$ cat config.mk
export PLATFORM = sky130hd
export DESIGN_NAME = bus_arbiter
export DESIGN_NICKNAME = d
export VERILOG_FILES = /design/src/source/soc_pkg.sv /design/src/source/bus_arbiter.sv
export SDC_FILE = /design/constraint.sdc
export NUM_CORES = 1
export LEC_CHECK = 0
export BUFFER_PORTS_ARGS = -buffer_cell sky130_fd_sc_hd__buf_2
export CORE_AREA = 4 4 118 120
export CTS_BUF_LIST = sky130_fd_sc_hd__clkbuf_16
export CTS_CLUSTER_SIZE = 30
export DETAILED_ROUTE_END_ITERATION = 10
export DIE_AREA = 0 0 122 124
export GPL_ROUTABILITY_DRIVEN = 0
export SYNTH_ARGS = -nofsm -noshare
export SYNTH_HDL_FRONTEND = slang
export SYNTH_SLANG_ARGS = --single-unit
export TNS_END_PERCENT = 20
$ cat constraint.sdc
create_clock -name pll_clk -period 1.6 [get_ports pll_clk]
set_clock_uncertainty 0.15 [all_clocks]
set_input_delay 0.32 -clock pll_clk [delete_from_list [all_inputs] [get_ports pll_clk]]
set_output_delay 0.32 -clock pll_clk [all_outputs]
set_load 0.01 [all_outputs]
$ cat src/source/soc_pkg.sv
package soc_pkg;

    // address map, one base and mask pair per region.
    localparam logic [31:0] ram_base = 32'h0000_0000;
    localparam logic [31:0] ram_mask = 32'hffff_0000;

    localparam logic [31:0] leds_base = 32'h0001_0000;
    localparam logic [31:0] leds_mask = 32'hffff_fffc;

    localparam logic [31:0] uart_base = 32'h0002_0000;
    localparam logic [31:0] uart_mask = 32'hffff_fff0;

    localparam logic [31:0] timer_base = 32'h0003_0000;
    localparam logic [31:0] timer_mask = 32'hffff_fff0;

    // word offsets within a register region, from address bits 3:2.
    localparam logic [1:0] uart_data_offset = 2'd0;
    localparam logic [1:0] uart_status_offset = 2'd1;
    localparam logic [1:0] timer_low_offset = 2'd0;
    localparam logic [1:0] timer_high_offset = 2'd1;

    localparam int ram_words = 1024;
    localparam int ram_addr_width = $clog2(ram_words);

    // short bit time for simulation.
    localparam int clocks_per_bit = 16;
    localparam int baud_width = $clog2(clocks_per_bit);
    localparam logic [baud_width-1:0] baud_last = baud_width'(clocks_per_bit - 1);

    typedef struct packed {
        logic [31:0] address;
        logic        read;
        logic        write;
        logic [3:0]  write_mask;
        logic [31:0] write_value;
    } mem_req_t;

    typedef struct packed {
        logic [31:0] read_value;
        logic        ready;
    } mem_rsp_t;

    typedef enum logic [2:0] {
        region_ram,
        region_leds,
        region_uart,
        region_timer,
        region_none
    } region_e;

    typedef enum logic [1:0] {
        arb_idle,
        arb_instr,
        arb_data
    } arb_state_e;

    typedef enum logic [1:0] {
        tx_idle,
        tx_start,
        tx_data,
        tx_stop
    } tx_state_e;

endpackage

$ cat src/source/bus_arbiter.sv
`timescale 1ns/1ps

module bus_arbiter
    import soc_pkg::*;
(
    input  logic     pll_clk,
    input  logic     reset,
    input  mem_req_t instr_req,
    input  mem_req_t data_req,
    input  mem_rsp_t mem_rsp,
    output mem_rsp_t instr_rsp,
    output mem_rsp_t data_rsp,
    output mem_req_t mem_req
);

    arb_state_e state;

    logic instr_pending;
    logic data_pending;

    // the instruction port only ever reads.
    assign instr_pending = instr_req.read;
    assign data_pending = data_req.read || data_req.write;

    // data port wins a tie.
    always_ff @(posedge pll_clk) begin
        if (reset) begin
            state <= arb_idle;
        end else begin
            case (state)
                arb_idle: begin
                    if (data_pending) begin
                        state <= arb_data;
                    end else if (instr_pending) begin
                        state <= arb_instr;
                    end
                end
                arb_instr, arb_data: begin
                    if (mem_rsp.ready) begin
                        state <= arb_idle;
                    end
                end
                default: begin
                    state <= arb_idle;
                end
            endcase
        end
    end

    always_comb begin
        mem_req = '0;
        case (state)
            arb_instr: begin
                mem_req.address = instr_req.address;
                mem_req.read = instr_req.read;
            end
            arb_data: begin
                mem_req = data_req;
            end
            default: begin
                mem_req = '0;
            end
        endcase
    end

    // read data goes to both, ready only to the owner.
    always_comb begin
        instr_rsp.read_value = mem_rsp.read_value;
        instr_rsp.ready = mem_rsp.ready && (state == arb_instr);
        data_rsp.read_value = mem_rsp.read_value;
        data_rsp.ready = mem_rsp.ready && (state == arb_data);
    end

    // the owner keeps its strobe until the bus answers.
    owner_holds_request: assert property (
        @(posedge pll_clk) disable iff (reset)
        (state != arb_idle) |-> ((state == arb_instr) ? instr_pending : data_pending)
    );

endmodule

Word level (Yosys, flattened, before mapping):

Cells that the tools add are included.

* eq/ne operators: 4
* multiplexer cells: 6
* reductions and logical operators: 6

Operator list (count)
* 33-bit one-hot mux with 2 select lines: 1
* 37-bit 2-to-1 mux: 1
* 2-bit 2-to-1 mux: 3
* 2-bit one-hot mux with 2 select lines: 1
* 3-bit inequality test, second input constant: 1
* 2-bit by 1-bit == test with 1-bit output, second input constant: 1
* 2-bit == test, second input constant: 1
* 1-bit logical AND: 2
* 2-bit zero test: 1
* 2-bit inequality test, second input constant: 1
* 2-bit AND reduction: 1
* 2-bit OR reduction: 1
* 1-bit logical OR: 1

* flip-flop bits (word level): 2
* input port bits: 175
* output and inout bits: 136
* word-level logic and storage cells: 17

Logic depth before layout (Yosys ltp):

* word-level depth: 4
* depth in mapped cells: 6
* depth with buffers taken out: 5

Least setup slack after synthesis:

OpenSTA, ideal clock, no wires.

* path type: flip-flop to output port
* from: register state[0]
* to: output port mem_req[37] in the netlist's numbering
* arrival time: 1.110 ns
* data required time: 1.130 ns
* path slack: 0.020 ns
* stages on the path, launching flop included: 5
* buffers on the path: 1
* cell sequence: dfxtp_1 inv_1 ha_1 buf_2 nor2b_1

RTL lines
* from (decl): RTL line bus_arbiter.sv:16 `arb_state_e state;`
* from (signal assigned): RTL line bus_arbiter.sv:28 `state <= arb_idle;`
* from (signal assigned): RTL line bus_arbiter.sv:33 `state <= arb_data;`
* from (signal assigned): RTL line bus_arbiter.sv:35 `state <= arb_instr;`
* to (decl): RTL line bus_arbiter.sv:13 `output mem_req_t mem_req`

==> metrics list <==
* Width of the die: 122 um
- Slack of the worst reg-to-reg path: 0.12 ns
* Violated checks: setup timing
* Number of global-route vias before repair: 1599
- Part of the total power dissipated in combinational logic: 71.3%
- In the final routed layout, each cell accounts on average for 13.0 um.
- Count of pins over their slew limit: 0
- Commonest cells after routing, fill and taps aside: sky130_fd_sc_hd__buf_2, sky130_fd_sc_hd__nor2b_1, sky130_fd_sc_hd__a22oi_1, sky130_fd_sc_hd__and2_1, sky130_fd_sc_hd__buf_6
- Number of design rule violations left after detail routing: 0
* Critical path type: flip-flop to primary output
- Maxcap violations: 0
- Setup repair after global routing missed its margin: yes
- Row count: 42
- The first global-routing pass estimated 8.27 mm of wire.
- PortBufs: 177
- Number of antenna diodes: 0
* Top achievable clock speed: 537 MHz
- Actual slew at the worst max-slew pin: 0.205 ns
- The worst setup path is launched from a flip-flop.
* Chip Height: 124 um
* Worst relative slew slack: 86.3%
- Detailed routing inserted a total of 1748 vias.
- Detailed routing placed a total of 3.20 mm of wire on met2.
- Mean post-synth cell area: 7.25 um^2
* Sw frac: 35.3%
- Sequential cells were found to cover 2.75% of the synthesized design area.
- Instance count of the mapped netlist: 201
- Worst min-delay path category: input port to flip-flop
* Post-Route WL: 6.36 mm
* Required @ worst endpoint: 1.13 ns
- The die covers 15100 um^2.
- Uppermost routed layer: met4
- Area of combinational cells with multiple inputs: 940 um^2
- Worst endpoint data arrival time: 1.39 ns
- Static Leakage: 1.26 nW
- Met1 WL: 2.19 mm
- Clock Path Buffers: 2
- Net load switching power: 552 uW
- After detailed routing, the number of vias per cell comes to 3.56.
- The clock network accounts for 24.3% of the total power.
* Synth Warn #: 0
- Clock tree synthesis selected as its root buffer the cell sky130_fd_sc_hd__clkbuf_16.
- Synthesis inferred 2 register bits.
- PD cells: 620 nW/um^2
- Number of endpoints with negative hold slack in the final report: 0
- Library cells used by synthesis: 18
- Final-layout fill cell count: 1484
- For this design, the sink count on the clock tree is 2.
- TritonCTS built the clock tree.
- Cell-internal power: 1.01 mW
- Cell area after synthesis: 1460 um^2
- Setup tns final: -15.05 ns
- The count of nets left with antenna violations once routing finished came out at 0.
- Clock Pin Slew Worst Setup and Hold Paths: 0.03 ns
- The core region is 13000 um^2.
- CTS built an H-tree with a depth of 1.
* Element type at the critical path end: primary output
* Status: finished with violations
- The post-route netlist has 74.0% of its cells at a drive strength greater than 1.
- Count of hold-fix buffers inserted at cts: 0
* Clock latency on the worst-skew pair: 0.22 ns
* Starting density of the core: 11.2%
- For this run the aggregate overflow at the end of global routing stands at 0.
- The first routing iteration left 60 violations.
- At the end of the flow, the number of nets in the layout was 495.
* Flop pwr share: 4.4%
* Syn Nets: 379
- Total length of routed met3 wires: 838 um
- After routing the design area is 2520 um^2.
- Setup violations remaining at the end of the flow were counted as 72.
* Most frequent standard cell in the layout excluding fill and tap cells: sky130_fd_sc_hd__buf_2
- From synthesis to final layout, the design area changed by 72.9%.
- The register with the most flip-flops in the layout has 2 of them.
- The first TritonRoute pass finished after 4 iterations.
- The largest registers in the layout are state: 2 flops.
- Min Tclk post-route: 1.86 ns
* Number of antenna violations at the first check in global routing: 0
* Number of clock buffers inserted by TritonCTS: 3
* Largest voltage drop on the vdd net: 0.000221 V
- Final core occ: 19.4%
- Dividing the final minimum period by the clock period gives 116%.
- The sequential cells in the finished layout cover a total of 47.5 um^2.
- Across all setup checks in the final design, the least slack found is -0.262 ns.
- Power comes to 1.56 mW.
- Entering global routing, the biggest net connects 26 pins.
- More flip-flops sit in one register than any other, and that register is state.
- Crit Path Max Fanout: 12
- Summed over all nets, the half-perimeter wirelength after detailed placement is 5.12 mm.
* Top-Level Pins: 311
* Overall routing resource usage: 6.96%
- The placed instances occupy a cell area of 2060 um^2.
-- cell usage after synthesis --
master | count | area [um^2]
sky130_fd_sc_hd__a21oi_1 | 3 | 15.0
sky130_fd_sc_hd__buf_6 | 8 | 90.1
sky130_fd_sc_hd__clkbuf_2 | 3 | 15.0
sky130_fd_sc_hd__and2b_1 | 1 | 7.51
sky130_fd_sc_hd__o21ai_1 | 1 | 5.00
sky130_fd_sc_hd__ha_1 | 3 | 37.5
sky130_fd_sc_hd__nand3b_1 | 1 | 7.51
sky130_fd_sc_hd__inv_1 | 2 | 7.51
sky130_fd_sc_hd__dfxtp_1 | 2 | 40.0
sky130_fd_sc_hd__nor3_2 | 1 | 10.0
sky130_fd_sc_hd__nor2_1 | 1 | 3.75
sky130_fd_sc_hd__nor2b_1 | 34 | 213
sky130_fd_sc_hd__a22oi_2 | 1 | 12.5
sky130_fd_sc_hd__buf_4 | 65 | 488
sky130_fd_sc_hd__a22oi_1 | 32 | 240
sky130_fd_sc_hd__buf_2 | 3 | 15.0
sky130_fd_sc_hd__and2_1 | 39 | 244
sky130_fd_sc_hd__nand2b_1 | 1 | 6.26
-- cells by family after synthesis --
family                     count (synthesis)  synth area share [%]
adders and majority gates                  3                  2.58
buffers and inverters                     81                  42.2
DFF                                        2                  2.75
AOI/OAI and AO/OA                         37                  18.7
and+or+nand+nor                           78                  33.7
-- critical path, stage by stage, from the launching register on --
cell and delay [ns]:
sky130_fd_sc_hd__dfxtp_4 0.37, sky130_fd_sc_hd__inv_4 0.05, sky130_fd_sc_hd__ha_4 0.19, sky130_fd_sc_hd__buf_12 0.14
sky130_fd_sc_hd__clkbuf_16 0.15, sky130_fd_sc_hd__and2_1 0.13, sky130_fd_sc_hd__buf_2 0.14
-- area by class of cell --
cell class	instances	area share, %
flip-flops and latches	2	1.89
clock buffers	3	2.98
inverters	2	0.497
well taps	176	8.74
multi-input cells	118	37.3
repair buffers	190	48.6
-- per-layer routing --
| layer | vias up | global-route usage (%) |
|---|---|---|
| li1 | 828 | - |
| met1 | 771 | 7.75 |
| met2 | 127 | 12.8 |
| met3 | 22 | 1.41 |
| met4 | 0 | 3.01 |
| met5 | - | 0 |
-- worst paths after layout --
| path | startpoint | cells past startpoint | endpoint |
|---|---|---|---|
| min | reset | 2 | state[1] |
| min reg2reg | state[1] | 2 | state[1] |
| max | state[0] | 6 | mem_req[28] |
| max reg2reg | state[0] | 6 | state[0] |
-- per-stage QoR --
stage	setup WS (ns)	hold WS [ns]	instances
finish	-0.262	0.127	491
global route	-0.309	0.143	491
CTS	-0.263	0.125	489
detailed placement	-0.151	0.350	483
global placement	-0.143	0.342	483
floorplan	0.0197	0.239	201
-- power groups by stage --
stage / sequential, mW / combinational, mW / clock [mW]
after floorplan: 0.0603 / 0.647 / 0
after global placement: 0.0621 / 0.849 / 0
after detailed placement: 0.0620 / 0.851 / 0
after CTS: 0.0687 / 0.992 / 0.392
after global routing: 0.0694 / 1.21 / 0.395
final: 0.0686 / 1.11 / 0.380
-- what timing repair did --
action | in CTS | in global routing
setup endpoints to repair | 74 | 72
buffers inserted | 1 | 0
cloned | 2 | 2
pin swaps | 2 | 0
resized for setup | 33 | 38
Power figures use the tool's default switching activity.
