$ cat src/source/soc_pkg.sv
package soc_pkg;

    // address map, one base and mask pair per region.
    localparam logic [31:0] ram_base = 32'h0000_0000;
    localparam logic [31:0] ram_mask = 32'hffff_0000;

    localparam logic [31:0] leds_base = 32'h0001_0000;
    localparam logic [31:0] leds_mask = 32'hffff_fffc;

    localparam logic [31:0] uart_base = 32'h0002_0000;
    localparam logic [31:0] uart_mask = 32'hffff_fff0;

    localparam logic [31:0] timer_base = 32'h0003_0000;
    localparam logic [31:0] timer_mask = 32'hffff_fff0;

    // word offsets within a register region, from address bits 3:2.
    localparam logic [1:0] uart_data_offset = 2'd0;
    localparam logic [1:0] uart_status_offset = 2'd1;
    localparam logic [1:0] timer_low_offset = 2'd0;
    localparam logic [1:0] timer_high_offset = 2'd1;

    localparam int ram_words = 1024;
    localparam int ram_addr_width = $clog2(ram_words);

    // short bit time for simulation.
    localparam int clocks_per_bit = 16;
    localparam int baud_width = $clog2(clocks_per_bit);
    localparam logic [baud_width-1:0] baud_last = baud_width'(clocks_per_bit - 1);

    typedef struct packed {
        logic [31:0] address;
        logic        read;
        logic        write;
        logic [3:0]  write_mask;
        logic [31:0] write_value;
    } mem_req_t;

    typedef struct packed {
        logic [31:0] read_value;
        logic        ready;
    } mem_rsp_t;

    typedef enum logic [2:0] {
        region_ram,
        region_leds,
        region_uart,
        region_timer,
        region_none
    } region_e;

    typedef enum logic [1:0] {
        arb_idle,
        arb_instr,
        arb_data
    } arb_state_e;

    typedef enum logic [1:0] {
        tx_idle,
        tx_start,
        tx_data,
        tx_stop
    } tx_state_e;

endpackage

$ cat src/source/sys_regs.sv
`timescale 1ns/1ps

module sys_regs
    import soc_pkg::*;
(
    input  logic        pll_clk,
    input  logic        reset,
    input  logic        sel,
    input  mem_req_t    mem_req,
    output logic [7:0]  leds,
    output logic [31:0] read_value,
    output logic        ready
);

    logic [63:0] cycle;
    logic [31:0] cycle_high_shadow;
    logic [1:0]  offset;
    logic        is_timer;
    logic        access;

    assign offset = mem_req.address[3:2];
    assign is_timer = (mem_req.address & timer_mask) == timer_base;
    assign access = sel && (mem_req.read || mem_req.write) && !ready;

    always_ff @(posedge pll_clk) begin
        if (reset) begin
            cycle <= 64'h0;
            leds <= 8'h0;
            ready <= 1'b0;
        end else begin
            cycle <= cycle + 64'h1;
            ready <= access;
            if (access && mem_req.write && !is_timer && mem_req.write_mask[0]) begin
                leds <= mem_req.write_value[7:0];
            end
        end
    end

    // low read latches the high half for the next read.
    always_ff @(posedge pll_clk) begin
        if (access) begin
            if (!is_timer) begin
                read_value <= {24'h0, leds};
            end else if (offset == timer_low_offset) begin
                read_value <= cycle[31:0];
                cycle_high_shadow <= cycle[63:32];
            end else if (offset == timer_high_offset) begin
                read_value <= cycle_high_shadow;
            end else begin
                read_value <= 32'h0;
            end
        end
    end

endmodule

$ cat config.mk
export PLATFORM = sky130hd
export DESIGN_NAME = sys_regs
export DESIGN_NICKNAME = d
export VERILOG_FILES = /design/src/source/soc_pkg.sv /design/src/source/sys_regs.sv
export SDC_FILE = /design/constraint.sdc
export NUM_CORES = 1
export LEC_CHECK = 0
export ABC_AREA = 1
export BUFFER_PORTS_ARGS = -buffer_cell sky130_fd_sc_hd__buf_2
export CAP_MARGIN = 40
export CORE_ASPECT_RATIO = 0.8
export CORE_MARGIN = 4
export CORE_UTILIZATION = 35
export CTS_BUF_LIST = sky130_fd_sc_hd__clkbuf_8 sky130_fd_sc_hd__clkbuf_16
export DETAILED_ROUTE_END_ITERATION = 12
export PLACE_DENSITY = 0.58
export SLEW_MARGIN = 20
export SYNTH_ARGS = -nofsm -noshare
export SYNTH_HDL_FRONTEND = slang
export SYNTH_SLANG_ARGS = --single-unit
$ cat constraint.sdc
create_clock -name pll_clk -period 5 [get_ports pll_clk]
set_input_delay 0.25 -clock pll_clk [delete_from_list [all_inputs] [get_ports pll_clk]]
set_output_delay 0.25 -clock pll_clk [all_outputs]
set_load 0.03 [all_outputs]
# Word-level counts from Yosys, hierarchy flattened
# Cells that the tools add are included.
# op_classes
n_reduce_logical	10
mux	3
eq_ne	2
add_sub_neg	1
# ops
operator	n
adder 64 x 1 -> 64 bit, second input constant	1
2-to-1 mux 32 bit	2
== test 28 x 14 -> 1 bit, second input constant	1
2-to-1 mux 8 bit	1
logical AND 1 bit	5
AND reduction 3 bit	1
== test 2 x 1 -> 1 bit, second input constant	1
zero test 1 bit	2
zero test 2 bit	1
logical OR 1 bit	1
# totals
word_cells	22
reg_bits	137

# Longest topological paths before layout
# Gate-level depths: netlist of run 1.
# logic_depth
word_depth	6
depth_mapped	10
ltp_nobuf	10

# Worst setup path before layout of run 1
# OpenSTA, ideal clock, no wires.
# synth_timing
kind	input port to flip-flop
startpoint	input mem_req[65] in the netlist's numbering
endpoint	register cycle_high_shadow[0] (enable)
path_buffers	1
arrival_ns	2.300
path_stages	8
path_slack_ns	2.279
t_required_ns	4.579
path_cell_list	nor2_1 > nand2_1 > nor2_1 > nand2_1 > nor2_1 > nand2_1 > clkbuf_1 > nor2_1
# synth_via
elab_chain_cells	2
# synth_rtl
item	line	text
from (decl)	sys_regs.sv:9	input mem_req_t mem_req,
== test 28 x 14 -> 1 bit	sys_regs.sv:22	assign is_timer = (mem_req.address & timer_mask) == timer_base;
AND reduction 3 bit (no source line)	-	
to (signal assigned)	sys_regs.sv:46	cycle_high_shadow <= cycle[63:32];
to (decl)	sys_regs.sv:16	logic [31:0] cycle_high_shadow;
# Every way passes these cells.
# A chain may end at the register's enable or synchronous reset.

# Worst setup path in the final report of run 1
# layout_timing
startpoint	input mem_req[43] in the netlist's numbering
endpoint	register cycle_high_shadow[21] (enable)
# Same word-level chain as after synthesis.

==> results of run 1 <==
==> synthesized netlist by cell type <==
cell type,n
a21oi_1,44
a31oi_1,2
and2_1,2
buf_1,2
buf_2,3
buf_4,1
clkbuf_1,13
dfxtp_1,73
edfxtp_1,64
ha_1,1
inv_1,86
inv_2,1
nand2_1,209
nand2_2,7
nand2_4,2
nand3_1,88
nand4_1,12
nor2_1,195
nor2_2,4
nor2_4,8
nor3_1,7
nor3b_1,1
o21a_1,1
o21ai_0,47
o21bai_1,4
xor2_1,3
==> worst min-delay path: cells and delay by family <==
| family | cells | cell delay (ns) |
|---|---|---|
| and+or+nand+nor | 3 | 0.18 |
| buffers and inverters | 2 | 0.10 |
==> through the flow <==
stage	total power, mW	hold WS [ns]
finish	2.52	0.135
global placement	1.35	0.434
floorplan	1.30	0.424
CTS	2.54	0.129
detailed placement	1.35	0.439
global route	2.60	0.160
==> path summary, 6_finish.rpt <==
path	from	to	slack (ns)	cells past startpoint
max	mem_req[43]	cycle_high_shadow[21]	2.67	11
min	mem_req[2]	leds[2]	0.13	5
max reg2reg	cycle[0]	cycle[54]	3.09	10
min reg2reg	cycle[63]	cycle_high_shadow[31]	0.46	0
==> registers in the layout (all words and copies together) (netlist names) <==
register and count:
leds 8, cycle_high_shadow 32, read_value 32, cycle 64, ready 1
==> report_power, final <==
group	switching, mW	internal, mW	leakage (nW)
clock network	0.495	0.703	0.271
logic	0.0891	0.0389	1.32
registers	0.00877	1.19	1.17
==> per-layer routing <==
metal	routed length (um)	track usage, %	share of wire, %
met1	9920	28.8	51
met2	8040	27.0	42
met3	1180	3.70	6.1
met4	194	5.17	1.0
met5	0	0	0
==> cell families (layout without fill, tap and decap cells) <==
kind of cell	after synthesis	count (layout)	share of synthesized area, %
compound gates	98	98	7.66
xor+xnor	3	3	0.398
fa+ha+maj	1	1	0.190
buf+inv	106	210	6.14
flops	137	137	51.3
simple gates	535	535	34.4
==> layout make-up <==
cell class                      count  area, um^2
Fill cell                        1892       10400
Inverter                           87         327
Tap cell                          253         317
Clock inverter                     13         105
Sequential cell                   137        3380
Clock buffer                       19         453
Timing Repair Buffer               91         480
Multi-Input combinational cell    637        2820
==> run_results.csv, run 1 <==
group,metric,value,unit
run_status,outcome,"finished clean",
global_route,grt_pass1_wl,30200,um
final_layout,fin_cells,1237,
clock_tree,clock_latency,0.43,ns
drt,ant_nets,0,
flow_run,drv_cap,0,
floorplanning,die_height,131,um
final_layout,final_cell_mix,"nand2_1, nor2_1, nand3_1, inv_1, buf_2",
clock_tree,cts_setup_buffers,0,
floorplanning,die_area,21100,um^2
global_route,grt_max_degree,42,
final_layout,fin_area,7890,um^2
global_route,antenna_found_initial,0,
synthesis,syn_inst,880,
clock_tree,clock-root-buffer,"clkbuf_16",
synthesis,ys_seq_area_share,51.3,%
clock_tree,cts_made_buffers,17,
worst_hold_path,hp-class,"input port to register",
synthesis,netlist.area_leader.share,29.1,%
pwr,vdd_drop_max,0.175,mV
timing,rsz0062_at_grt,"no",
drt,drtIter0Drc,524,
placement,placed_cell_area,7330,um^2
final_layout,syn2layout_area_growth,19.4,%
setup_path,start_kind,"input port",
setup_path,end_kind,"register",
drt,remaining_drc_errors,0,
drt,wl,19300,um
synthesis,syn_nets,954,
setup_path,critPathKind,"input port to register",
timing,max-slew-margin-rel,48.6,%
timing,fin_ws,2.67,ns
setup_path,crit_arrival,2.39,ns
global_route,grt_pass1_vias,5365,
final_layout,antennaDiodeCount,0,
timing,setup_tns,0,ns
clock_tree,cts_buffer_depth,2,
clock_tree,cts-resized-gates,0,
setup_path,max_stage_delay,0.43,ns
global_route,grt_usage,18.8,%
clock_tree,tritoncts,"done",
final_layout,layout-drive-gt1-share,14.7,%
global_route,grt_overflow,0,
timing,fmax,430,MHz
drt,drt-vias-per-instance,4.85,
setup_path,crit_required,5.06,ns
placement,gp_congestion,0.924,
synthesis,ys_seq_elements,137,
timing,min_period_over_period,46.6,%
floorplanning,core,18300,um^2
pwr,p_leak,2.76,nW
setup_path,path_common_cell,"nand2_1",
timing,fin_worst_skew,0.0112,ns
timing,final_hold_viol_count,0,
timing,setup_viol_count_final,0,
pwr,power_density,320,nW/um^2
synthesis,synth.avg_cell_area,7.50,um^2
clock_tree,clock-sinks,137,
floorplanning,pin_count,114,
final_layout,finish.net_count,1045,
drt,wire_per_inst,15.6,um
synthesis,yosysTopAreaCell,"edfxtp_1",
clock_tree,cts_hold_buf,0,
floorplanning,initial_core_util,36.0,%
clock_tree,clk_pin_slew_worst_paths,0.06,ns
setup_path,cp_top_family,"buffers and inverters",
clock_tree,cts_max_level,4,
setup_path,crit_path_max_fanout,39,
placement,dp_worst_setup_slack,2.22,ns
final_layout,mostFrequentLayoutCell,"nand2_1",
synthesis,yosys-top-cells-area,"edfxtp_1, dfxtp_1, nand2_1",
placement,place_hpwl,14600,um
timing,drv_slew,0,
timing,worst_slew_pin_slew,0.772,ns
setup_path,critical_path_buf_inv_count,4,
floorplanning,die_w,162,um
timing,period_minus_slack,2.33,ns
setup_path,cpMaxStageDelayCell,"buf_4",
setup_path,path_cells,"buf_2 -> nor2_1 -> nand2_1 -> nor2_1 -> nand2_1 -> nor2_2 -> buf_4 -> nand2_1 -> buf_8 -> nor2_2 -> buf_4",
synthesis,yosysWarnings,0,
placement,placed_cells,1205,
final_layout,layout.core_utilization,43.0,%
placement,io_buffers,84,
drt,first_pass_iters,5,
synthesis,synth_area,6600,um^2
drt,vias,6004,
floorplanning,rows,44,
synthesis,synth_cell_type_count,26,
Note: power is estimated with default switching activity, not from simulation.
==> run 2: changes to the inputs <==
- clock period: 5 -> 2.2 ns (I/O delays scaled with it)
==> run 2 against run 1 <==
Sequential power up 130%. Design area up 1.7%. Critical path depth down 4. Clock skew down 0.0019 ns. Highest routed layer unchanged. Wire length down 2.4%.
==> run_results.csv, run 2 (same netlist as run 1, synthesis figures left out) <==
group,metric,value,unit
clock_tree,cts_buffer_depth,2,
drt,ant_nets,0,
timing,hold_slack,0.00759,ns
global_route,grt_pass1_vias,5453,
floorplanning,core,18300,um^2
clock_tree,cts_max_level,4,
final_layout,layout-drive-gt1-share,15.0,%
pwr,total_power,5.87,mW
final_layout,regMostFlops,"cycle",
timing,rsz0062_at_grt,"no",
setup_path,crit_required,2.52,ns
setup_path,crit_path_max_fanout,5,
timing,setup_tns,0,ns
floorplanning,rows,44,
clock_tree,clock-root-buffer,"clkbuf_16",
final_layout,reg.largest.list,"cycle: 64 flops, cycle_high_shadow: 32 flops, read_value: 32 flops",
pwr,vdd_drop_max,0.400,mV
floorplanning,die_w,162,um
placement,dp_worst_setup_slack,0.392,ns
setup_path,crit_arrival,2.14,ns
timing,final_hold_viol_count,0,
drt,vias,5979,
pwr,power_density,733,nW/um^2
final_layout,syn2layout_area_growth,21.4,%
final_layout,finish.net_count,1054,
clock_tree,cts_setup_buffers,0,
drt,wire_per_inst,15.1,um
final_layout,final_cell_mix,"nand2_1, nor2_1, nand3_1, inv_1, buf_2",
pwr,p_leak,2.81,nW
drt,drt-vias-per-instance,4.80,
timing,max-slew-margin-rel,65.0,%
placement,io_buffers,84,
clock_tree,clk_pin_slew_worst_paths,0.06,ns
timing,worst_slew_pin_slew,0.524,ns
setup_path,start_kind,"register",
global_route,antenna_found_initial,0,
drt,drtIter0Drc,481,
timing,min_period_over_period,82.6,%
timing,fin_ws,0.383,ns
worst_hold_path,hp-class,"input port to register",
clock_tree,cts_hold_buf,6,
clock_tree,cts-resized-gates,0,
drt,remaining_drc_errors,0,
placement,place_hpwl,14100,um
timing,drv_slew,0,
timing,setup_viol_count_final,0,
clock_tree,clock_latency,0.43,ns
final_layout,mostFrequentLayoutCell,"nand2_1",
floorplanning,die_height,131,um
setup_path,critPathKind,"register to register",
setup_path,end_kind,"register",
floorplanning,die_area,21100,um^2
clock_tree,cts_made_buffers,17,
timing,period_minus_slack,1.82,ns
final_layout,layout.core_utilization,43.7,%
clock_tree,clock-sinks,137,
flow_run,drv_cap,0,
global_route,grt_usage,18.7,%
final_layout,antennaDiodeCount,0,
run_status,outcome,"finished clean",
global_route,grt_max_degree,42,
floorplanning,initial_core_util,36.0,%
final_layout,largest_reg_flops,64,
placement,gp_congestion,0.949,
drt,wl,18900,um
global_route,grt_pass1_wl,30000,um
floorplanning,pin_count,114,
drt,first_pass_iters,5,
global_route,grt_overflow,0,
timing,fmax,550,MHz
timing,fin_worst_skew,0.00927,ns
clock_tree,tritoncts,"done",
## run 2: through the flow
stage	cell area, um^2	instances
2_1_floorplan	6600	880
4_1_cts	8020	1246
3_5_place_dp	7370	1208
3_3_place_gp	7370	1208
5_1_grt	8020	1246
6_report	8020	1246
## run 2: path summary, 6_finish.rpt
check,from,endpoint,slack (ns),cells past startpoint
worst max-delay path,cycle[2],cycle[53],0.38,7
worst min-delay path,mem_req[7],leds[7],0.008,5
worst max register to register,cycle[2],cycle[53],0.38,7
worst min register to register,cycle[63],cycle_high_shadow[31],0.47,0
## run 2: area by class of cell
type | count | area [um^2]
multi-input combinational | 637 | 2820
timing repair buffer | 100 | 581
tap | 253 | 317
clock inverter | 14 | 149
clock buffer | 18 | 439
fill | 1879 | 10300
sequential | 137 | 3380
inverter | 87 | 327
## run 2: metal layers
layer,routed length (um),global-route usage [%],vias up
met5,0,0,-
met4,168,5.37,0
met3,1350,4.52,13
met2,7840,27.0,160
met1,9500,27.8,2732
li1,-,-,3074
## run 2: report_power, final
| part | switching, mW | internal, mW |
|---|---|---|
| registers | 0.0195 | 2.70 |
| logic | 0.206 | 0.0981 |
| clock network | 1.15 | 1.70 |
## run 2: worst max-delay path: stages (launching register included)
cell     delay [ns]
dfxtp_1        0.46
nand3_1        0.24
nor2_1         0.16
nand3_1        0.17
nor2_1         0.41
nand4_1        0.13
nand2_1        0.09
nor2_1         0.05
==> run 3: changes to the inputs <==
- PLACE_DENSITY: 0.58 -> 0.6
- clock period: 2.2 -> 1.55 ns (I/O delays scaled with it)
==> run 3 against run 2 <==
The flow now finishes with violations (negative setup slack). Critical path depth up 2. Flip-flop and latch count is the same. First-iteration DRC count grew 12%. Worst hold slack gained 0.089 ns. Critical endpoint is now cycle[51]. Global-route usage grew 1.4 points. Die area is the same. Wire length increased by 13%.
==> run_results.csv, run 3 (same netlist as run 1, synthesis figures left out) <==
group,metric,value,unit
floorplanning,initial_core_util,36.0,%
timing,fmax,637,MHz
drt,wl,21300,um
floorplanning,die_area,21100,um^2
drt,ant_nets,0,
clock_tree,clock_latency,0.42,ns
timing,drv_slew,0,
final_layout,layout-drive-gt1-share,34.8,%
timing,min_period_over_period,101,%
placement,gp_congestion,0.945,
global_route,grt_usage,20.1,%
clock_tree,clk_pin_slew_worst_paths,0.06,ns
floorplanning,pin_count,114,
pwr,vdd_drop_max,0.744,mV
run_status,outcome,"finished, violations left",
global_route,grt_overflow,0,
final_layout,mostFrequentLayoutCell,"nand2_1",
clock_tree,cts_made_buffers,17,
final_layout,seq_area,3440,um^2
final_layout,largest_reg_flops,64,
timing,fin_ws,-0.0199,ns
timing,rsz0062_at_grt,"yes",
final_layout,antennaDiodeCount,0,
global_route,grt_pass1_vias,5963,
drt,drtIter0Drc,541,
placement,dp_worst_setup_slack,-0.120,ns
final_layout,final_cell_mix,"nand2_1, nor2_1, buf_4, inv_1, buf_2",
final_layout,syn2layout_area_growth,41.6,%
floorplanning,die_w,162,um
drt,first_pass_iters,5,
global_route,grt_pass1_wl,32500,um
setup_path,crit_path_max_fanout,6,
final_layout,reg.largest.list,"cycle: 64 flops, cycle_high_shadow: 32 flops, read_value: 32 flops",
setup_path,crit_required,1.86,ns
pwr,p_switching,1.83,mW
final_layout,regMostFlops,"cycle",
run_status,failed_checks,"negative setup slack",
clock_tree,clock-root-buffer,"clkbuf_16",
final_layout,fillerInstances,1730,
setup_path,critPathKind,"register to register",
timing,max-slew-margin-rel,63.6,%
floorplanning,die_height,131,um
global_route,grt_max_degree,34,
timing,setup_viol_count_final,4,
setup_path,start_kind,"register",
clock_tree,cts_buffer_depth,2,
clock_tree,clock-sinks,137,
floorplanning,rows,44,
placement,place_hpwl,15700,um
timing,final_hold_viol_count,0,
pwr,power_density,889,nW/um^2
timing,worst_slew_pin_slew,0.544,ns
drt,wire_per_inst,15.8,um
timing,fin_worst_skew,0.00742,ns
pwr,total_power,8.31,mW
flow_run,drv_cap,0,
placement,io_buffers,84,
pwr,clock_power_share,47.9,%
final_layout,multiInputGateArea,3230,um^2
pwr,pwr-share-seq,46.4,%
pwr,p_leak,3.46,nW
floorplanning,core,18300,um^2
global_route,antenna_found_initial,0,
setup_path,end_kind,"register",
drt,drt-vias-per-instance,4.80,
drt,vias,6486,
timing,period_minus_slack,1.57,ns
worst_hold_path,hp-class,"input port to register",
pwr,switching_share,22.1,%
clock_tree,tritoncts,"done",
drt,remaining_drc_errors,0,
setup_path,crit_arrival,1.88,ns
pwr,internal_power,6.47,mW
pwr,share_comb_of_total_power,5.8,%
clock_tree,cts_max_level,4,
final_layout,finish.net_count,1160,
run 3: timing repair:
action                                  in CTS  in global routing
hold buffers                                10                  0
endpoints found under the setup margin      33                 48
resized for setup                           33                134
pin swaps                                    9                 29
endpoints found under the hold margin        9                  0
buffers inserted                             3                  4
run 3: stage by stage:
stage / setup TNS [ns] / utilization [%] / cell area, um^2 / cells / hold WS (ns)
3_5_place_dp: -1.63 / 44.4 / 8150 / 1303 / 0.390
6_report: -0.0539 / 51.0 / 9350 / 1352 / 0.0965
5_1_grt: -1.72 / 51.0 / 9350 / 1352 / 0.0988
2_1_floorplan: -2.39 / - / 6650 / 880 / 0.271
3_3_place_gp: -0.801 / 44.4 / 8150 / 1303 / 0.391
4_1_cts: -0.0195 / 48.8 / 8950 / 1348 / 0.0840
run 3: final cells by class:
class | instances | share of cell area [%]
Sequential cell | 137 | 36.8
Clock inverter | 15 | 1.59
Multi-Input combinational cell | 637 | 34.6
Timing Repair Buffer | 206 | 15.5
Clock buffer | 17 | 4.55
Tap cell | 253 | 3.39
Inverter | 87 | 3.53
run 3: worst max-delay path, stage by stage (launching register included):
cell     delay (ns)
dfxtp_2        0.37
nand2_1        0.11
nor2_1         0.15
nand2_2        0.10
nor2_4         0.27
nand2_4        0.10
nor2_4         0.16
nand3_1        0.09
nand2_1        0.06
nor2_1         0.03
run 3: power by group through the flow:
stage | Sequential [mW] | Combinational [mW] | Clock [mW]
after floorplan | 4.04 | 0.146 | 0
after global placement | 3.93 | 0.447 | 0
after detailed placement | 3.93 | 0.452 | 0
after CTS | 3.86 | 0.477 | 4.04
after global routing | 3.86 | 0.527 | 4.22
final | 3.85 | 0.480 | 3.98
run 3: worst paths after layout:
kind	from	to	slack, ns	depth (start not counted)
min	mem_req[36]	read_value[31]	0.1	3
min reg2reg	cycle[63]	cycle_high_shadow[31]	0.45	0
max	cycle[7]	cycle[51]	-0.02	9
max reg2reg	cycle[7]	cycle[51]	-0.02	9
run 3: per-layer routing:
metal  global-route usage [%]  vias to the layer above  part of all wire, %
met3                     6.33                       27                  7.6
met5                        0                        -                    0
met1                     28.7                     3005                   48
met4                     4.76                        0                  1.5
li1                         -                     3267                    -
met2                     29.9                      187                   43
