[src/source/soc_pkg.sv]
package soc_pkg;

    // address map, one base and mask pair per region.
    localparam logic [31:0] ram_base = 32'h0000_0000;
    localparam logic [31:0] ram_mask = 32'hffff_0000;

    localparam logic [31:0] leds_base = 32'h0001_0000;
    localparam logic [31:0] leds_mask = 32'hffff_fffc;

    localparam logic [31:0] uart_base = 32'h0002_0000;
    localparam logic [31:0] uart_mask = 32'hffff_fff0;

    localparam logic [31:0] timer_base = 32'h0003_0000;
    localparam logic [31:0] timer_mask = 32'hffff_fff0;

    // word offsets within a register region, from address bits 3:2.
    localparam logic [1:0] uart_data_offset = 2'd0;
    localparam logic [1:0] uart_status_offset = 2'd1;
    localparam logic [1:0] timer_low_offset = 2'd0;
    localparam logic [1:0] timer_high_offset = 2'd1;

    localparam int ram_words = 1024;
    localparam int ram_addr_width = $clog2(ram_words);

    // short bit time for simulation.
    localparam int clocks_per_bit = 16;
    localparam int baud_width = $clog2(clocks_per_bit);
    localparam logic [baud_width-1:0] baud_last = baud_width'(clocks_per_bit - 1);

    typedef struct packed {
        logic [31:0] address;
        logic        read;
        logic        write;
        logic [3:0]  write_mask;
        logic [31:0] write_value;
    } mem_req_t;

    typedef struct packed {
        logic [31:0] read_value;
        logic        ready;
    } mem_rsp_t;

    typedef enum logic [2:0] {
        region_ram,
        region_leds,
        region_uart,
        region_timer,
        region_none
    } region_e;

    typedef enum logic [1:0] {
        arb_idle,
        arb_instr,
        arb_data
    } arb_state_e;

    typedef enum logic [1:0] {
        tx_idle,
        tx_start,
        tx_data,
        tx_stop
    } tx_state_e;

endpackage

[src/source/mem_decode.sv]
`timescale 1ns/1ps

module mem_decode
    import soc_pkg::*;
(
    input  logic        pll_clk,
    input  logic        reset,
    input  mem_req_t    mem_req,
    input  logic [31:0] ram_read_value,
    input  logic [31:0] leds_read_value,
    input  logic [31:0] uart_read_value,
    input  logic [31:0] timer_read_value,
    input  logic        ram_ready,
    input  logic        regs_ready,
    input  logic        uart_ready,
    output logic        ram_sel,
    output logic        regs_sel,
    output logic        uart_sel,
    output mem_rsp_t    mem_rsp
);

    region_e region;
    region_e region_q;
    logic    none_ready;

    always_comb begin
        if ((mem_req.address & ram_mask) == ram_base) begin
            region = region_ram;
        end else if ((mem_req.address & leds_mask) == leds_base) begin
            region = region_leds;
        end else if ((mem_req.address & uart_mask) == uart_base) begin
            region = region_uart;
        end else if ((mem_req.address & timer_mask) == timer_base) begin
            region = region_timer;
        end else begin
            region = region_none;
        end
    end

    assign ram_sel = (region == region_ram);
    assign regs_sel = (region == region_leds) || (region == region_timer);
    assign uart_sel = (region == region_uart);

    // unmapped accesses answer themselves after one cycle.
    always_ff @(posedge pll_clk) begin
        if (reset) begin
            region_q <= region_none;
            none_ready <= 1'b0;
        end else begin
            region_q <= region;
            none_ready <= (region == region_none) && (mem_req.read || mem_req.write)
                          && !none_ready;
        end
    end

    always_comb begin
        case (region_q)
            region_ram:   mem_rsp = '{read_value: ram_read_value, ready: ram_ready};
            region_leds:  mem_rsp = '{read_value: leds_read_value, ready: regs_ready};
            region_uart:  mem_rsp = '{read_value: uart_read_value, ready: uart_ready};
            region_timer: mem_rsp = '{read_value: timer_read_value, ready: regs_ready};
            default:      mem_rsp = '{read_value: 32'h0, ready: none_ready};
        endcase
    end

    // regions answer one at a time.
    one_ready: assert property (
        @(posedge pll_clk) disable iff (reset)
        $onehot0({ram_ready, regs_ready, uart_ready, none_ready})
    );

endmodule

[config.mk]
export PLATFORM = sky130hd
export DESIGN_NAME = mem_decode
export DESIGN_NICKNAME = d
export VERILOG_FILES = /design/src/source/soc_pkg.sv /design/src/source/mem_decode.sv
export SDC_FILE = /design/constraint.sdc
export NUM_CORES = 1
export LEC_CHECK = 0
export ABC_AREA = 1
export BUFFER_PORTS_ARGS = -buffer_cell sky130_fd_sc_hd__clkbuf_2
export CAP_MARGIN = 30
export CORE_AREA = 2 2 94 96
export DETAILED_ROUTE_END_ITERATION = 12
export DIE_AREA = 0 0 96 98
export PLACE_DENSITY = 0.53
export REMOVE_ABC_BUFFERS = 1
export SETUP_SLACK_MARGIN = 0.15
export SLEW_MARGIN = 0
export SYNTH_ARGS = -nofsm -noshare
export SYNTH_HDL_FRONTEND = slang
export SYNTH_SLANG_ARGS = --single-unit
[constraint.sdc]
create_clock -name pll_clk -period 2.9 [get_ports pll_clk]
set_input_delay 0.725 -clock pll_clk [delete_from_list [all_inputs] [get_ports pll_clk]]
set_output_delay 0.725 -clock pll_clk [all_outputs]
set_load 0.05 [all_outputs]
## After elaboration in Yosys (flattened, before gate mapping)

Index checks and enable logic that the tools add are counted.

| word-level totals | value |
|---|---|
| bits in registers | 4 |
| ROM bits | 0 |
| latch bits | 0 |
| memories | 0 |
| logic and storage cells | 25 |
| output and inout bits | 36 |
| input bits | 203 |
| RAM bits | 0 |

| cells by class | value |
|---|---|
| equal/unequal tests | 10 |
| shift operators | 0 |
| add/subtract/negate cells | 0 |
| order comparisons | 0 |
| $mul | 0 |
| multiplexer cells | 5 |
| reductions and logical operators | 8 |
| bitwise gates (word level) | 0 |
| divide/modulo/power cells | 0 |

Operators with widths:

| cell | number |
|---|---|
| $pmux W33 S4 | 1 |
| $eq A28 B14 Y1 const B | 2 |
| $logic_not A32 Y1 | 1 |
| $eq A30 B15 Y1 const B | 1 |
| $eq A3 B2 Y1 const B | 4 |
| $mux W3 | 4 |
| $eq A3 B1 Y1 const B | 2 |
| $logic_not A3 Y1 | 2 |
| $eq A3 B3 Y1 const B | 1 |
| $logic_and A1 B1 Y1 | 2 |
| $logic_or A1 B1 Y1 | 2 |
| $logic_not A1 Y1 | 1 |

## Depth between registers and ports, before layout

Gate-level depths: netlist (run 1).

| logic depth | value |
|---|---|
| depth in word-level cells | 8 |
| depth in mapped cells | 9 |
| gate-level depth less buffers | 9 |

## Worst setup path before layout (run 1)

No wires, ideal clock.

| path | value |
|---|---|
| path kind | input to output |
| start | input port mem_req[61] (netlist bit) |
| end | output port ram_sel |
| cell stages on the path | 5 |
| slack | 0.446 ns |
| data required time | 2.175 ns |
| path buffers | 0 |
| arrival time | 1.729 ns |
| cell sequence | nor2_1 nand2_1 nor2_1 nand2_1 nor2_1 |

| between the ends | value |
|---|---|
| cells in the longest elaborated chain, start to end | 6 |
| elaborated cells on any way between the ends | 9 |
| classes of those cells | 3 x eq/ne; 4 x mux; 2 x reduce/logical |

RTL lines:

| item | line | RTL |
|---|---|---|
| start: declaration | mem_decode.sv:8 | `input mem_req_t mem_req,` |
| $eq A28 B14 Y1 | mem_decode.sv:33 | `end else if ((mem_req.address & timer_mask) == timer_base) begin` |
| $mux W3 | mem_decode.sv:33 |  |
| $mux W3 | mem_decode.sv:31 | `end else if ((mem_req.address & uart_mask) == uart_base) begin` |
| $mux W3 | mem_decode.sv:29 | `end else if ((mem_req.address & leds_mask) == leds_base) begin` |
| $mux W3 * | mem_decode.sv:27 | `if ((mem_req.address & ram_mask) == ram_base) begin` |
| $logic_not A3 Y1 * | mem_decode.sv:40 | `assign ram_sel = (region == region_ram);` |
| end: declaration | mem_decode.sv:16 | `output logic ram_sel,` |

Mark *: on every way between the ends. The rest lies on a longest branch, timed or not.

## Worst setup path in the final report (run 1)

| path | value |
|---|---|
| start | input port mem_req[61] (netlist bit) |
| end | output port regs_sel |

| between the ends | value |
|---|---|
| cells in the longest elaborated chain, start to end | 7 |
| elaborated cells on any way between the ends | 11 |
| classes of those cells | 5 x eq/ne; 4 x mux; 2 x reduce/logical |

RTL lines:

| item | line | RTL |
|---|---|---|
| $eq A28 B14 Y1 | mem_decode.sv:33 |  |
| $mux W3 | mem_decode.sv:33 |  |
| $mux W3 | mem_decode.sv:31 |  |
| $mux W3 | mem_decode.sv:29 |  |
| $mux W3 * | mem_decode.sv:27 |  |
| $eq A3 B1 Y1 / $eq A3 B2 Y1 (equally long branches) | mem_decode.sv:41 | `assign regs_sel = (region == region_leds) \|\| (region == region_timer);` |
| $logic_or A1 B1 Y1 * | mem_decode.sv:41 |  |
| end: declaration | mem_decode.sv:17 | `output logic regs_sel,` |

Marked as above.

==> run metrics, run 1 <==
DR DRC count 0; fmax 392 MHz; r2r endpoint none_ready$_SDFF_PP0_; Worst R2R Path Depth 3; Sink Count 4; sequential element share of the synthesized area 6.34%; Buffers on Ports 200; full die area 9410 µm²; Worst path slowest cell clkbuf_2; clock-pin slew on the worst setup and hold paths 30 ps; outcome complete, no violations; Reg2Reg Launch Point none_ready$_SDFF_PP0_; combinational power share 44.6%; Finished Core Util 30.1%; EDFF count, synth 0; largest cells by area after synthesis nand2_1, o2111ai_1, nand3_1; Multi-input gate area 941 µm²; clk_lat worst skew 210 ps; Startpoint Class input pin; Pleak 0.00145 µW; total gr overflow 0; post-synthesis cell count 250; Worst VDD drop 0.000135 V; post-placement cell area 2510 µm²; all-layer global routing usage 11.9%; final worst slack 349 ps; Vias 2,399; slew margin rel. 76.4%; dpl hpwl 5190 µm; sequential share of power 18.7%; Iteration-0 DRC Markers 54; Core Region 8470 µm²; initial core utilization 14.9%; Final Hold Viols 0; syn_area_per_cell 5.05 µm²; Tcrit/Tclk final 88.0%; die height 98 µm; Power per Cell Area 120 nW/µm²; largest net degree at the start of global routing 20; first-pass GRT wire length 9300 µm; final max-slew violation count 0; pre-CTS setup slack 351 ps; switching power 74.3 µW; Synth Cell Area 1260 µm²; count of cell types in the netlist 18; area grow syn2layout 102%; DR pass1 iterations 4; CP Capture Point regs_sel; Crit. End Element output port; min Tclk post-route 2550 ps; Synth async-reset ratio 0%; Synth top area share 24.7%; Final ANT Viol Nets 0; RSZ-0062 raised after global routing false; CTS Root Cell clkbuf_8; Top Ports 239; CP Max Fanout 3; Crit path depth 9; clk buf depth 2; H-Tree Depth 1; layout cell share with drive strength beyond 1 48.5%; total length of routed wires 6220 µm; hold_buf cts 0; Final Skew 0 ps; sequential cell area 80.1 µm²; Worst Path Arrival 1830 ps; design area 2550 µm²; number of diodes 0; Nets 652; cts repair resizes 0; TritonCTS clock tree built; crit path from mem_req[61]; Hold/Removal Path Class reg -> reg; Sw Share 24.4%; postcts setup bufs 0; antenna violations before repair 0; R2R setup slack 2270 ps; YS warnings 0; CP cell instances clkbuf_2, nor2_1, nand2_1, nor2_1, nand2_1, nor2_1, o21ai_0, inv_1, clkbuf_2; most frequent CP cell nor2_1; Power Internal 231 µW; clock network power share 36.8%; Yosys reg bits 4; Setup-failing EPs final 0; maxcap violations 0; Die W 96 µm; DR WL/cell 11.2 µm; drt via density 4.32; Slew @ Worst Pin 354 ps; dominant cell type by area after synthesis nand2_1; Slowest Stage Delay on Critical Path 270 ps; Post-synth top flop dfxtp_1; Num CTS Buffers 3; CP Buf/Inv Count 3; CP Class in -> out; fillers 954; GP Congestion 0.694; row cnt 34; Crit path required time 2170 ps; vias in the first global route 2,234; Crit path max-delay family simple AND/OR/NAND/NOR gates
power by group through the flow:
stage	clock network (µW)	logic [µW]	registers, µW
detailed placement	0	136	57.6
finish	112	136	56.9
global placement	0	133	57.5
CTS	116	137	56.9
floorplan	0	24.1	57.4
global route	119	153	57.0
synth_stat cells (all sizes together), types with 3 or more instances:
cell type,n
o2111ai,32
nand2,83
nor2,32
nor3,3
nand3,33
clkbuf,3
inv,42
buf,13
dfxtp,4
flip-flops by register name (all words and copies together), names as in the netlist:
name / count
none_ready: 1
region_q: 3
worst register-to-register path, cell delays in order, from the launching register on:
cell      delay, ps
dfxtp_1         310
inv_1            60
o211ai_1         90
nor2_1           60
through the flow:
step / setup TNS (ps) / hold WS (ps) / total power, µW / cells
final: 0 / 549 / 305 / 555
after global routing: 0 / 579 / 329 / 555
after CTS: 0 / 551 / 310 / 555
after detailed placement: 0 / 542 / 193 / 552
after global placement: 0 / 529 / 191 / 552
after floorplan: -19510 / 491 / 81.5 / 234
routing by layer:
| layer | vias to the layer above | part of all wire [%] | GRT usage [%] |
|---|---|---|---|
| li1 | 1232 | - | - |
| met1 | 1037 | 40 | 13.2 |
| met2 | 126 | 50 | 23.5 |
| met3 | 4 | 10 | 1.77 |
| met4 | 0 | 0.29 | 1.43 |
| met5 | - | 0 | 0 |
cells in the final DEF (no fill, tap or decap), drive strengths merged:
cell | Yosys | final
clkbuf | 3 | 195
nand2 | 83 | 83
inv | 42 | 42
nand3 | 33 | 33
o2111ai | 32 | 32
nor2 | 32 | 32
buf | 13 | 18
dfxtp | 4 | 4
nor3 | 3 | 3
a21oi | 1 | 1
a32oi | 1 | 1
o21ai | 1 | 1
nand4 | 1 | 1
o211ai | 1 | 1
kinds of logic (layout without fill, tap and decap cells):
family / Yosys count / in the layout / synth area share, %
and+or+nand+nor: 152 / 152 / 50.1
buffers and inverters: 58 / 255 / 19.3
AOI/OAI and AO/OA: 36 / 36 / 24.3
DFF: 4 / 4 / 6.34
layout make-up:
| cell class | instances | area share [%] |
|---|---|---|
| Tap cell | 108 | 5.30 |
| Inverter | 42 | 6.18 |
| Sequential cell | 4 | 3.14 |
| Timing Repair Buffer | 210 | 46.9 |
| Clock buffer | 3 | 1.62 |
| Multi-Input combinational cell | 188 | 36.9 |
worst min-delay path by stage:
| stage | startpoint | to | slack (ps) | depth (start not counted) |
|---|---|---|---|---|
| after floorplan | none_ready$_SDFF_PP0_ | none_ready$_SDFF_PP0_ | 490 | 3 |
| after global placement | none_ready$_SDFF_PP0_ | none_ready$_SDFF_PP0_ | 530 | 3 |
| after detailed placement | none_ready$_SDFF_PP0_ | none_ready$_SDFF_PP0_ | 540 | 3 |
| after CTS | none_ready$_SDFF_PP0_ | none_ready$_SDFF_PP0_ | 550 | 3 |
| after global routing | none_ready$_SDFF_PP0_ | none_ready$_SDFF_PP0_ | 580 | 3 |
| final | none_ready$_SDFF_PP0_ | none_ready$_SDFF_PP0_ | 550 | 3 |
Power figures use the tool's default switching activity.
==> inputs of run 2 (changes only) <==
--- a/config.mk
+++ b/config.mk
@@ -7,11 +7,12 @@
 export LEC_CHECK = 0
 export ABC_AREA = 1
 export BUFFER_PORTS_ARGS = -buffer_cell sky130_fd_sc_hd__clkbuf_2
-export CAP_MARGIN = 30
-export CORE_AREA = 2 2 94 96
+export CAP_MARGIN = 20
+export CELL_PAD_IN_SITES_DETAIL_PLACEMENT = 1
+export CELL_PAD_IN_SITES_GLOBAL_PLACEMENT = 1
+export CORE_UTILIZATION = 14
 export DETAILED_ROUTE_END_ITERATION = 12
-export DIE_AREA = 0 0 96 98
-export PLACE_DENSITY = 0.53
+export PLACE_DENSITY = 0.87
 export REMOVE_ABC_BUFFERS = 1
 export SETUP_SLACK_MARGIN = 0.15
 export SLEW_MARGIN = 0
==> run metrics, run 2 (same netlist as run 1, synthesis figures left out) <==
switching power 84.2 µW (was 74.3 µW); max layer used met4 (unchanged); DR pass1 iterations 4 (unchanged); all-layer global routing usage 15.4% (was 11.9%); largest register by flop count region_q (unchanged); Tcrit/Tclk final 89.5% (was 88.0%); clk buf depth 2 (unchanged); largest net degree at the start of global routing 23 (was 20); maxcap violations 0 (unchanged); r2r endpoint none_ready$_SDFF_PP0_ (unchanged); Worst VDD drop 0.000136 V (was 0.000135 V); slew margin rel. 80.8% (was 76.4%); CP Class in -> out (unchanged); clock-pin slew on the worst setup and hold paths 30 ps (about the same); dpl hpwl 6310 µm (was 5190 µm); Sink Count 4 (unchanged); sequential share of power 18.0% (was 18.7%); combinational power share 44.5% (was 44.6%); CP cell instances clkbuf_2, nor2_1, nand2_1, nor2_1, nand2_1, nor2_1, o21ai_0, inv_1, buf_2 (was clkbuf_2, nor2_1, nand2_1, nor2_1, nand2_1, nor2_1, o21ai_0, inv_1, clkbuf_2); first-pass GRT wire length 12,000 µm (was 9300 µm); drt via density 4.47 (was 4.32); Power Internal 231 µW (about the same); Startpoint Class input pin (unchanged); Worst path slowest cell buf_2 (was clkbuf_2); clk_lat worst skew 220 ps (was 210 ps); Buffers on Ports 200 (unchanged); wire length on met1 2770 µm (was 2460 µm); Final Skew 0 ps (unchanged); total gr overflow 0 (unchanged); vias in the first global route 2,672 (was 2,234); Final ANT Viol Nets 0 (unchanged); Sw Share 26.7% (was 24.4%); met2 wire len 4030 µm (was 3110 µm); Hold/Removal Path Class reg -> reg (unchanged); Iteration-0 DRC Markers 36 (was 54); design area 2450 µm² (was 2550 µm²); commonest non-fill, non-tap cell in the layout clkbuf_2 (unchanged); Vias 2,483 (was 2,399); most frequent CP cell nor2_1 (unchanged); Pleak 0.00143 µW (was 0.00145 µW); hold wc startpoint none_ready$_SDFF_PP0_ (unchanged); GP Congestion 0.742 (was 0.694); Crit. End Element output port (unchanged); TritonCTS clock tree built (unchanged); R2R setup slack 2290 ps (was 2270 ps); total length of routed wires 7300 µm (was 6220 µm); Finished Core Util 28.0% (was 30.1%); pre-CTS setup slack 268 ps (was 351 ps); initial core utilization 14.5% (was 14.9%); RSZ-0062 raised after global routing false (unchanged); row cnt 34 (unchanged); Core Region 8720 µm² (was 8470 µm²); hold_buf cts 0 (unchanged); antenna violations before repair 0 (unchanged); Worst R2R Path Depth 3 (unchanged); layout cell share with drive strength beyond 1 48.5% (unchanged); Hold Path End none_ready$_SDFF_PP0_ (unchanged); Setup-failing EPs final 0 (unchanged); CTS Root Cell clkbuf_8 (unchanged); Hold Path Depth 3 (unchanged); Crit path required time 2170 ps (about the same); Die W 97.0 µm (was 96 µm); number of diodes 0 (unchanged); CP Max Fanout 3 (unchanged); Slew @ Worst Pin 288 ps (was 354 ps); Top Ports 239 (unchanged); die height 97.0 µm (was 98 µm); Hold Slack 530 ps (was 549 ps); post-placement cell area 2400 µm² (was 2510 µm²); Worst Path Arrival 1870 ps (was 1830 ps); H-Tree Depth 1 (unchanged); DR WL met3 418 µm (was 635 µm); final max-slew violation count 0 (unchanged); Reg2Reg Launch Point none_ready$_SDFF_PP0_ (unchanged); Power per Cell Area 129 nW/µm² (was 120 nW/µm²); number of flip-flops in the largest register 3 (unchanged); Largest regs region_q x3, none_ready x1 (unchanged); clock network power share 37.5% (was 36.8%); Nets 652 (unchanged); most frequent cells in the layout clkbuf_2, nand2_1, inv_1 (unchanged); area grow syn2layout 93.8% (was 102%); final worst slack 304 ps (was 349 ps); min Tclk post-route 2600 ps (was 2550 ps); DR WL/cell 13.2 µm (was 11.2 µm); Final Hold Viols 0 (unchanged); full die area 9400 µm² (was 9410 µm²); outcome complete, no violations (unchanged); Num CTS Buffers 3 (unchanged); fmax 385 MHz (was 392 MHz); DR DRC count 0 (unchanged); Slowest Stage Delay on Critical Path 260 ps (was 270 ps)
==> run 2: worst max-delay path: cells and delay by family <==
family	cells	cell delay [ps]
buf+inv	3	430
simple gates	5	570
compound gates	1	150
==> run 2: how the worst max path moves through the flow <==
stage / from / endpoint
after detailed placement: mem_req[63] / regs_sel
after floorplan: region_q[0]$_SDFF_PP0_ / mem_rsp[10]
after CTS: mem_req[63] / regs_sel
after global placement: mem_req[61] / regs_sel
final: mem_req[63] / regs_sel
after global routing: mem_req[63] / regs_sel
==> run 2: per-layer routing <==
layer | GRT usage [%] | vias up
met5 | 0 | -
met4 | 4.25 | 0
met3 | 2.31 | 6
met2 | 31.1 | 110
met1 | 16.1 | 1136
li1 | - | 1231
==> run 2: area by class of cell <==
class,instances,area (µm²)
multi-input combinational,188,941
tap,108,135
sequential,4,80.1
inverter,42,158
clock buffer,3,41.3
timing repair buffer,210,1090
fill,1205,6270
==> run 2: per-stage QoR <==
step / setup TNS, ps / total power (µW) / instances
2_1_floorplan: -19510 / 81.5 / 234
3_3_place_gp: 0 / 193 / 552
3_5_place_dp: 0 / 199 / 552
4_1_cts: 0 / 320 / 555
5_1_grt: 0 / 337 / 555
6_report: 0 / 316 / 555
==> run 2: power by group through the flow <==
| stage | Combinational, µW | Sequential, µW | Clock [µW] |
|---|---|---|---|
| 4_1_cts | 143 | 56.7 | 120 |
| 3_3_place_gp | 136 | 57.5 | 0 |
| 2_1_floorplan | 24.1 | 57.4 | 0 |
| 3_5_place_dp | 141 | 57.5 | 0 |
| 6_report | 140 | 56.8 | 118 |
| 5_1_grt | 157 | 56.8 | 124 |
==> run 2: repair_timing <==
action | CTS | global route
setup endpoints to repair | 0 | 1
gates resized for setup | 0 | 1
setup buffers | 0 | 0
hold endpoints to repair | 0 | 0
==> inputs of run 3 (changes only) <==
--- a/config.mk
+++ b/config.mk
@@ -10,9 +10,9 @@
 export CAP_MARGIN = 20
 export CELL_PAD_IN_SITES_DETAIL_PLACEMENT = 1
 export CELL_PAD_IN_SITES_GLOBAL_PLACEMENT = 1
-export CORE_UTILIZATION = 14
+export CORE_UTILIZATION = 12
 export DETAILED_ROUTE_END_ITERATION = 12
-export PLACE_DENSITY = 0.87
+export PLACE_DENSITY = 0.79
 export REMOVE_ABC_BUFFERS = 1
 export SETUP_SLACK_MARGIN = 0.15
 export SLEW_MARGIN = 0
==> constraint.sdc (replaced) <==
create_clock -name pll_clk -period 2.2 [get_ports pll_clk]
set_input_delay 0.55 -clock pll_clk [delete_from_list [all_inputs] [get_ports pll_clk]]
set_output_delay 0.55 -clock pll_clk [all_outputs]
set_load 0.05 [all_outputs]
==> run metrics, run 3 (same netlist as run 1, synthesis figures left out) <==
Core Region 10,300 µm² (was 8720 µm²); fmax 482 MHz; M2 GR Usage 32.0% (was 31.1%); antenna violations before repair 0 (unchanged); dpl cells 580 (was 552); first-pass GRT wire length 13,700 µm (was 12,000 µm); pre-CTS setup slack -109 ps (was 268 ps); Hold/Removal Path Class in -> reg (was reg -> reg); largest net degree at the start of global routing 19 (was 23); Crit path required time 1650 ps (was 2170 ps); Worst Path Arrival 1520 ps (was 1870 ps); Largest regs region_q x3, none_ready x1 (unchanged); slew margin rel. 81.8% (was 80.8%); Worst VDD drop 0.000182 V (was 0.000136 V); min Tclk post-route 2070 ps; clk buf depth 2 (unchanged); TritonCTS clock tree built (unchanged); Pleak 0.00187 µW (was 0.00143 µW); GR peak layer met2 (unchanged); DR pass1 iterations 4 (unchanged); Reg2Reg Launch Point none_ready$_SDFF_PP0_ (unchanged); row cnt 37 (was 34); grt met3 use 2.74% (was 2.31%); hold_buf cts 0 (unchanged); DR WL/cell 15.7 µm (was 13.2 µm); Final Skew 0 ps (unchanged); GRT met1 Usage 15.4% (was 16.1%); die height 105 µm (was 97.0 µm); vias in the first global route 2,911 (was 2,672); full die area 10,900 µm² (was 9400 µm²); CTS Root Cell clkbuf_8 (unchanged); Slew @ Worst Pin 272 ps (was 288 ps); Top Ports 239 (unchanged); Nets 669 (was 652); H-Tree Depth 1 (unchanged); clock-pin slew on the worst setup and hold paths 30 ps (about the same); crit path from mem_req[47] (was mem_req[63]); Sink Count 4 (unchanged); most frequent cells in the layout clkbuf_2, nand2_1, inv_1 (unchanged); outcome complete, no violations (unchanged); Tcrit/Tclk final 94.3%; maxcap violations 0 (unchanged); all-layer global routing usage 15.7% (was 15.4%); Final Non-Filler Cells 600 (was 555); DR DRC count 0 (unchanged); hold wc startpoint reset (was none_ready$_SDFF_PP0_); number of diodes 0 (unchanged); Final Hold Viols 0 (unchanged); total gr overflow 0 (unchanged); initial core utilization 12.3% (was 14.5%); layout cell share with drive strength beyond 1 65.9% (was 48.5%); RSZ-0062 raised after global routing true (was false); largest register by flop count region_q (unchanged); commonest non-fill, non-tap cell in the layout clkbuf_2 (unchanged); CP Class in -> out (unchanged); CP Max Fanout 3 (unchanged); dpl hpwl 6280 µm (was 6310 µm); Iteration-0 DRC Markers 108 (was 36); area grow syn2layout 182% (was 93.8%); number of flip-flops in the largest register 3 (unchanged); Vias 2,696 (was 2,483); total length of routed wires 9450 µm (was 7300 µm); GP Congestion 0.771 (was 0.742); final max-slew violation count 0 (unchanged); drt via density 4.49 (was 4.47); Startpoint Class input pin (unchanged); Power per Cell Area 127 nW/µm² (was 129 nW/µm²); final worst slack 126 ps (was 304 ps); Final ANT Viol Nets 0 (unchanged); Buffers on Ports 200 (unchanged); Crit. End Element output port (unchanged); clk_lat worst skew 220 ps (about the same); Setup-failing EPs final 0 (unchanged); Die W 105 µm (was 97.0 µm); Num CTS Buffers 3 (unchanged)
[run 3: changes by cell type in the layout (fill, tap and decap cells not counted), sizes merged]
cell | before | now
clkbuf | 201 | 165
buf | 12 | 65
[run 3: repair_timing]
item                       in CTS  in global routing
gates resized for setup        96                110
setup endpoints to repair      36                 36
pin swaps                       6                 27
gates cloned                    4                  1
hold endpoints to repair        0                  0
buffers inserted                9                  3
[run 3: worst max-delay path: stages]
cell      delay (ps)
clkbuf_2         110
nor2_4           100
nand2_2           80
nor2_2           130
nand2_2           90
nor2_4           140
nand4_1          110
inv_2             80
buf_8            140
[run 3: final timing paths]
path         slack, ps                      to  cells after the start
max reg2reg       1570   none_ready$_SDFF_PP0_                      3
max                130                uart_sel                      9
min                520  region_q[1]$_SDFF_PP0_                      2
min reg2reg        550   none_ready$_SDFF_PP0_                      3
[run 3: stage by stage]
stage	TNS [ps]	util [%]	hold WS (ps)	area [µm²]	power, µW
after floorplan	-36830	-	491	1180	107
after global placement	-51.3	24.4	508	2510	254
after detailed placement	-124	24.4	532	2510	261
after CTS	0	30.5	514	3140	428
after global routing	0	34.6	534	3550	479
final	0	34.6	524	3550	452
[run 3: report_power, final]
group	switching, µW	internal [µW]	total, µW
clock network	41.4	117	158
registers	0.387	72.0	72.4
logic	93.6	127	221
[run 3: metal layers]
layer | vias to the layer above | share of wire [%] | wire length (µm)
met3 | 23 | 6.2 | 582
met4 | 0 | 2.6 | 244
li1 | 1268 | - | -
met2 | 136 | 56 | 5330
met5 | - | 0 | 0
met1 | 1269 | 35 | 3280
[run 3: layout make-up]
type                            instances  area (µm²)
Tap cell                              136         170
Sequential cell                         4        88.8
Multi-Input combinational cell        188        1310
Inverter                               42         160
Fill cell                            1298        6720
Timing Repair Buffer                  227        1790
Clock buffer                            3        41.3
